File: config.mk
export PLATFORM = sky130hd
export DESIGN_NAME = pci_multi_top
export DESIGN_NICKNAME = d
export VERILOG_FILES = /design/src/hw/pci_pkg.sv /design/src/hw/pci_drive_if.sv /design/src/hw/pci_target_fn.sv /design/src/hw/pci_drive_merge.sv /design/src/hw/pci_multi_top.sv
export SDC_FILE = /design/constraint.sdc
export NUM_CORES = 1
export LEC_CHECK = 0
export BUFFER_PORTS_ARGS = -buffer_cell sky130_fd_sc_hd__buf_2
export CAP_MARGIN = 20
export CORE_AREA = 2 2 199 201
export DETAILED_ROUTE_END_ITERATION = 8
export DIE_AREA = 0 0 201 203
export PLACE_DENSITY = 0.59
export SYNTH_ARGS = -nofsm -noshare
export SYNTH_HDL_FRONTEND = slang
export SYNTH_SLANG_ARGS = --single-unit
File: constraint.sdc
create_clock -name CLK -period 10.83 [get_ports CLK]
set_input_delay 1.083 -clock CLK [delete_from_list [all_inputs] [get_ports CLK]]
set_output_delay 1.083 -clock CLK [all_outputs]
set_load 0.05 [all_outputs]
File: src/hw/pci_pkg.sv
package pci_pkg;

	// C/BE# codes seen during the address phase
	typedef enum logic [3:0]
	{
		CMD_MEM_READ  = 4'b0110,
		CMD_MEM_WRITE = 4'b0111
	} pci_cmd_t;

	// memory space bases, 16 byte windows
	localparam logic [31:0] FN0_BASE = 32'hC000_0000;
	localparam logic [31:0] FN1_BASE = 32'hC000_0010;

	// register file per function
	localparam int REG_WORDS = 4;
	localparam int REG_IDX_W = $clog2(REG_WORDS);
	localparam int REG_IDX_LSB = 2; // dword aligned

	// first address bit that takes part in the base compare
	localparam int DEC_LSB = REG_IDX_LSB + REG_IDX_W;

	// even parity over AD and C/BE#
	function automatic logic pci_parity(
		input logic [31:0] ad,
		input logic [3:0] cbe_n
	);
		logic par;
		par = ^ad;
		par = par ^ (^cbe_n);
		return par;
	endfunction

endpackage

File: src/hw/pci_drive_if.sv
interface pci_drive_if;

	logic [31:0] ad; // read data
	logic ad_oe;

	// target control values, active low
	logic trdy_n;
	logic stop_n;
	logic devsel_n;

	logic ctl_oe; // one enable for all three

	modport fn (
		output ad,
		output ad_oe,
		output trdy_n,
		output stop_n,
		output devsel_n,
		output ctl_oe
	);

	modport merge (
		input ad,
		input ad_oe,
		input trdy_n,
		input stop_n,
		input devsel_n,
		input ctl_oe
	);

endinterface

File: src/hw/pci_target_fn.sv
module pci_target_fn #(
	parameter logic [31:0] BASE = pci_pkg::FN0_BASE
) (
	input logic CLK,
	input logic rstf,
	input logic [31:0] ad_i,
	input logic [3:0] cbe_n_i,
	input logic frame_n_i,
	input logic irdy_n_i,
	pci_drive_if.fn drv
);
	import pci_pkg::*;

	typedef enum logic [2:0]
	{
		S_IDLE,
		S_CLAIM,
		S_DATA,
		S_HOLD,
		S_TURN
	} state_t;

	state_t state_q;
	state_t state_d;

	logic frame_q; // frame_n_i at the previous edge
	logic addr_phase;
	pci_cmd_t cmd;
	logic cmd_ok;
	logic base_hit;
	logic hit;

	logic [REG_IDX_W-1:0] idx_q;
	logic wr_q;
	logic xfer;
	logic wr_en;
	logic rd_load;

	logic ad_oe_q;
	logic ad_oe_d;
	logic trdy_q;
	logic trdy_d;
	logic stop_q;
	logic stop_d;
	logic devsel_q;
	logic devsel_d;
	logic ctl_oe_q;
	logic ctl_oe_d;
	logic [31:0] ad_q;

	logic [31:0] regs [REG_WORDS];

	// address phase decode
	assign addr_phase = frame_q & ~frame_n_i;
	assign cmd = pci_cmd_t'(cbe_n_i);
	assign cmd_ok = (cmd == CMD_MEM_READ) || (cmd == CMD_MEM_WRITE);
	assign base_hit = (ad_i[31:DEC_LSB] == BASE[31:DEC_LSB]);
	assign hit = addr_phase && cmd_ok && base_hit;

	assign xfer = (state_q == S_DATA) && !irdy_n_i; // first data phase completes
	assign wr_en = xfer && wr_q;
	assign rd_load = (state_q == S_CLAIM) && !wr_q;

	always_comb
	begin
		state_d = state_q;
		ad_oe_d = ad_oe_q;
		trdy_d = trdy_q;
		stop_d = stop_q;
		devsel_d = devsel_q;
		ctl_oe_d = ctl_oe_q;
		case (state_q)
			S_IDLE:
			begin
				if (hit)
					state_d = S_CLAIM;
			end
			S_CLAIM:
			begin
				state_d = S_DATA;
				devsel_d = 1'b0;
				trdy_d = 1'b0;
				ctl_oe_d = 1'b1;
				ad_oe_d = !wr_q;
				stop_d = frame_n_i; // frame still low means a burst
			end
			S_DATA:
			begin
				if (!irdy_n_i)
				begin
					trdy_d = 1'b1;
					ad_oe_d = 1'b0;
					if (!stop_q && !frame_n_i)
						state_d = S_HOLD;
					else
					begin
						devsel_d = 1'b1;
						stop_d = 1'b1;
						state_d = S_TURN;
					end
				end
			end
			S_HOLD:
			begin
				// wait for the master to drop the burst
				if (frame_n_i)
				begin
					devsel_d = 1'b1;
					stop_d = 1'b1;
					state_d = S_TURN;
				end
			end
			S_TURN:
			begin
				ctl_oe_d = 1'b0; // released after one high cycle
				state_d = S_IDLE;
			end
			default:
			begin
				state_d = S_IDLE;
			end
		endcase
	end

	always_ff @(posedge CLK or negedge rstf)
	begin
		if (!rstf)
		begin
			state_q <= S_IDLE;
			frame_q <= 1'b1;
			idx_q <= '0;
			wr_q <= 1'b0;
			ad_oe_q <= 1'b0;
			trdy_q <= 1'b1;
			stop_q <= 1'b1;
			devsel_q <= 1'b1;
			ctl_oe_q <= 1'b0;
		end
		else
		begin
			state_q <= state_d;
			frame_q <= frame_n_i;
			ad_oe_q <= ad_oe_d;
			trdy_q <= trdy_d;
			stop_q <= stop_d;
			devsel_q <= devsel_d;
			ctl_oe_q <= ctl_oe_d;
			if ((state_q == S_IDLE) && hit)
			begin
				idx_q <= ad_i[REG_IDX_LSB +: REG_IDX_W];
				wr_q <= (cmd == CMD_MEM_WRITE);
			end
		end
	end

	// register file, byte writes
	always_ff @(posedge CLK or negedge rstf)
	begin
		if (!rstf)
			regs <= '{default: '0};
		else if (wr_en)
		begin
			for (int b = 0; b < 4; b++)
			begin
				if (!cbe_n_i[b])
					regs[idx_q][8*b +: 8] <= ad_i[8*b +: 8];
			end
		end
	end

	always_ff @(posedge CLK)
	begin
		if (rd_load)
			ad_q <= regs[idx_q]; // full word on reads
	end

	assign drv.ad = ad_q;
	assign drv.ad_oe = ad_oe_q;
	assign drv.trdy_n = trdy_q;
	assign drv.stop_n = stop_q;
	assign drv.devsel_n = devsel_q;
	assign drv.ctl_oe = ctl_oe_q;

endmodule

File: src/hw/pci_drive_merge.sv
module pci_drive_merge (
	input logic CLK,
	input logic rstf,
	input logic [3:0] cbe_n_i,
	pci_drive_if.merge fn0,
	pci_drive_if.merge fn1,
	output logic [31:0] ad_o,
	output logic ad_oe_o,
	output logic par_o,
	output logic par_oe_o,
	output logic trdy_n_o,
	output logic stop_n_o,
	output logic devsel_n_o,
	output logic ctl_oe_o
);
	import pci_pkg::*;

	// AD goes to the first function that enables it
	always_comb
	begin
		if (fn0.ad_oe)
			ad_o = fn0.ad;
		else if (fn1.ad_oe)
			ad_o = fn1.ad;
		else
			ad_o = '0;
		ad_oe_o = fn0.ad_oe | fn1.ad_oe;
	end

	always_comb
	begin
		if (fn0.ctl_oe)
			trdy_n_o = fn0.trdy_n;
		else if (fn1.ctl_oe)
			trdy_n_o = fn1.trdy_n;
		else
			trdy_n_o = 1'b1; // idle high
	end

	always_comb
	begin
		if (fn0.ctl_oe)
			stop_n_o = fn0.stop_n;
		else if (fn1.ctl_oe)
			stop_n_o = fn1.stop_n;
		else
			stop_n_o = 1'b1;
	end

	always_comb
	begin
		if (fn0.ctl_oe)
			devsel_n_o = fn0.devsel_n;
		else if (fn1.ctl_oe)
			devsel_n_o = fn1.devsel_n;
		else
			devsel_n_o = 1'b1;
	end

	assign ctl_oe_o = fn0.ctl_oe | fn1.ctl_oe;

	// PAR trails AD by one clock
	always_ff @(posedge CLK or negedge rstf)
	begin
		if (!rstf)
			par_oe_o <= 1'b0;
		else
			par_oe_o <= ad_oe_o;
	end

	always_ff @(posedge CLK)
	begin
		par_o <= pci_parity(ad_o, cbe_n_i);
	end

endmodule

File: src/hw/pci_multi_top.sv
module pci_multi_top (
	input logic CLK,
	input logic rstf,

	// master driven
	input logic [31:0] ad_i,
	input logic [3:0] cbe_n_i,
	input logic frame_n_i,
	input logic irdy_n_i,

	// target drives
	output logic [31:0] ad_o,
	output logic ad_oe_o,
	output logic par_o,
	output logic par_oe_o,
	output logic trdy_n_o,
	output logic stop_n_o,
	output logic devsel_n_o,
	output logic ctl_oe_o
);

	pci_drive_if fn0_drv ();
	pci_drive_if fn1_drv ();

	pci_target_fn #(
		.BASE(pci_pkg::FN0_BASE)
	) fn0_i (
		.CLK(CLK),
		.rstf(rstf),
		.ad_i(ad_i),
		.cbe_n_i(cbe_n_i),
		.frame_n_i(frame_n_i),
		.irdy_n_i(irdy_n_i),
		.drv(fn0_drv.fn)
	);

	pci_target_fn #(
		.BASE(pci_pkg::FN1_BASE)
	) fn1_i (
		.CLK(CLK),
		.rstf(rstf),
		.ad_i(ad_i),
		.cbe_n_i(cbe_n_i),
		.frame_n_i(frame_n_i),
		.irdy_n_i(irdy_n_i),
		.drv(fn1_drv.fn)
	);

	// fn0 wins where both drive
	pci_drive_merge merge_i (
		.CLK(CLK),
		.rstf(rstf),
		.cbe_n_i(cbe_n_i),
		.fn0(fn0_drv.merge),
		.fn1(fn1_drv.merge),
		.ad_o(ad_o),
		.ad_oe_o(ad_oe_o),
		.par_o(par_o),
		.par_oe_o(par_oe_o),
		.trdy_n_o(trdy_n_o),
		.stop_n_o(stop_n_o),
		.devsel_n_o(devsel_n_o),
		.ctl_oe_o(ctl_oe_o)
	);

endmodule

==> impl_metrics.py <==
metrics = {
    "status": {
        "outcome": "finished clean",
    },
    "timing": {
        "period_share_pct": 36.8,
        "maxSlewHeadroom_pct": 26.0,
        "rsz0062_at_grt": "false",
        "tns_ns": 0,
        "maxSlewViolCount": 0,
        "period_minus_slack_ns": 3.99,
        "hold_viol": 0,
        "setup_viol": 0,
        "fmax_ghz": 0.251,
        "skew_ns": 0.0107,
        "tightest_slew_ns": 1.11,
    },
    "global_route": {
        "first_global_vias": 8963,
        "grtUsageTotal_pct": 18.5,
        "grt_pass1_wl_um": 56700,
        "grt_start_max_net_pins": 83,
        "gr-total-overflow": 0,
        "grt_antenna_before_repair": 0,
    },
    "yosys": {
        "async_flop_share_pct": 81.2,
        "synthFlopType": "dfrtp_1",
        "ys_top_cells_by_count": "dfrtp_1, mux2_2, edfxtp_1, mux4_2, xnor2_1",
        "synth_area_leaders": "dfrtp_1, mux2_2, edfxtp_1",
        "syn_area_um2": 15300,
        "netlist.area_leader.share_pct": 44.6,
        "syn_nets": 993,
        "yosysMostFrequentCell": "dfrtp_1",
        "ys_seq_elements": 345,
        "ys_warn_count": 0,
        "yosysTopAreaCell": "dfrtp_1",
        "postSynthCellCount": 950,
        "ys_seq_area_share_pct": 58.5,
        "syn_area_per_cell_um2": 16.1,
        "synthDistinctLibCells": 51,
        "synth_edf_count": 64,
    },
    "place": {
        "detailed_place_hpwl_um": 24400,
        "port_buffers": 78,
        "place_congestion": 0.789,
    },
    "layout": {
        "diodes": 0,
        "post-route-util_pct": 45.6,
        "nets": 1084,
        "layout-drive-gt1-share_pct": 48.3,
        "area_growth_pct": 14.5,
    },
    "critical_path": {
        "path_delay_family": "simple AND/OR/NAND/NOR gates",
        "critPathRequiredTime_ns": 9.75,
        "setup.worst_path.class": "reg -> out",
        "endpoint_kind": "output pin",
        "path_buf_inv": 1,
        "worst-path-max-fanout": 40,
        "path_cells": "nor2b_4, a22o_1, buf_2",
        "start_kind": "flip-flop",
        "slowest_delay_ns": 1.00,
        "crit_arrival_ns": 2.90,
        "crit_path_top_delay_cell": "nor2b_4",
    },
    "clock_tree": {
        "ctsRootBufferMaster": "clkbuf_16",
        "cts_max_level": 2,
        "cts.sinks": 345,
        "cts_buffers": 38,
        "clk_latency_ns": 0.52,
        "cts_hold_buffers": 0,
        "ctsResizeCount": 0,
        "cts_tree": "done",
        "postCtsSetupBuffers": 0,
        "clock_path_buffers": 3,
        "clk_pin_slew_ns": 0.06,
    },
    "routing": {
        "ant_nets": 0,
        "topRoutingLayerUsed": "met4",
        "drc": 0,
        "vias": 8486,
        "drt_iter0_markers": 513,
        "routed-wl-met3_um": 1570,
        "wl_um": 36800,
        "via_per_inst": 5.34,
        "wl_met2_um": 17500,
        "wl_per_cell_um": 23.2,
        "first_pass_iters": 4,
        "wl_met1_um": 16800,
    },
    "job": {
        "drv_cap": 0,
    },
    "die": {
        "start_util_pct": 39.8,
        "design.core.area_um2": 38500,
        "num_rows": 72,
        "die_h_um": 203,
        "io_pins": 79,
        "die_w_um": 201,
        "fp.dieArea_um2": 40800,
    },
    "power": {
        "ir_worst_vdd_mv": 0.108,
        "leakagePower_nw": 8.07,
        "pwr_density_cell_nw_per_um2": 188,
    },
    "worst_hold_path": {
        "min-delay-path-class": "reg -> reg",
    },
}
power by group:
part           switching, W  total (W)  internal, W  leakage [nW]
combinational      0.000415   0.000594     0.000179          2.90
sequential        0.0000633    0.00145      0.00138          4.55
clock              0.000504    0.00126     0.000755         0.613
total              0.000982    0.00330      0.00232          8.07
worst paths after layout:
check | startpoint | depth (start not counted) | slack [ns] | endpoint
min in group asynchronous | rstf | 1 | 0.58 | fn0_i.regs[123]$_DFFE_PN0P_
max | fn0_i.drv.ad_oe$_DFFE_PN0P_ | 3 | 6.84 | ad_o[12]
min | fn0_i.drv.devsel_n$_DFFE_PN1P_ | 2 | 0.48 | fn0_i.drv.devsel_n$_DFFE_PN1P_
min reg2reg | fn0_i.drv.devsel_n$_DFFE_PN1P_ | 2 | 0.48 | fn0_i.drv.devsel_n$_DFFE_PN1P_
max in group asynchronous | rstf | 3 | 8.06 | fn1_i.regs[73]$_DFFE_PN0P_
max reg2reg | fn0_i.drv.ad_oe$_DFFE_PN0P_ | 6 | 7.82 | merge_i.par_o$_DFF_P_
sequential cells by signal (all words and copies together), names as in the netlist, 2 cells and up:
register	count
fn1_i.state_q	3
fn1_i.drv.ad	32
fn1_i.idx_q	2
fn0_i.drv.ad	32
fn0_i.regs	128
fn0_i.idx_q	2
fn0_i.state_q	3
fn1_i.regs	128
layout make-up:
type / instances / area, um2
Clock buffer: 63 / 1200
Multi-Input combinational cell: 557 / 6180
Timing Repair Buffer: 87 / 468
Inverter: 12 / 45.0
Clock inverter: 7 / 38.8
Fill cell: 3405 / 20900
Sequential cell: 345 / 8960
Tap cell: 518 / 648
layer usage:
metal	GRT usage, %	vias up
met2	29.9	171
met4	5.48	0
li1	-	3752
met5	0	-
met3	3.15	56
met1	25.7	4507
stage by stage:
stage	hold slack [ns]	setup WS (ns)	std cells	cell area [um2]	total power, W
final	0.475	6.84	1589	17500	0.00330
after global routing	0.496	6.73	1589	17500	0.00343
after CTS	0.483	6.84	1589	17500	0.00334
after detailed placement	0.473	7.32	1519	16300	0.00206
after global placement	0.462	7.33	1519	16300	0.00206
after floorplan	0.453	6.55	950	15300	0.00187
cells in the final DEF (no fill, tap or decap), drive strengths merged, types with 2 or more instances in the layout:
| cell type | n |
|---|---|
| a21oi | 10 |
| a22o | 31 |
| a22oi | 5 |
| and2 | 2 |
| and3 | 2 |
| buf | 87 |
| clkbuf | 63 |
| clkinv | 6 |
| dfrtp | 273 |
| dfstp | 7 |
| edfxtp | 64 |
| ha | 3 |
| inv | 13 |
| mux2 | 262 |
| mux4 | 64 |
| nand2 | 14 |
| nand2b | 2 |
| nand3 | 3 |
| nand3b | 4 |
| nor2 | 50 |
| nor2b | 2 |
| nor3b | 3 |
| nor4 | 8 |
| o21ai | 16 |
| or2 | 2 |
| or3 | 2 |
| xnor2 | 49 |
| xor2 | 8 |
worst register-to-register path: stages (launching register included):
cell,delay (ns)
dfrtp_2,0.75
nor2b_4,1.01
a22o_1,0.29
xnor2_1,0.11
xnor2_1,0.35
xnor2_1,0.13
xnor2_1,0.26
cells by family (layout without fill, tap and decap cells):
logic type,count (synthesis),in the layout,synth area share (%)
DFF,345,345,58.5
muxes,326,326,28.9
and+or+nand+nor,99,99,4.38
AOI/OAI and AO/OA,71,71,3.34
xor gates and xnor gates,58,58,3.40
buffers and inverters,48,169,1.33
adders and majority gates,3,3,0.245
Power figures use the tool's default switching activity.
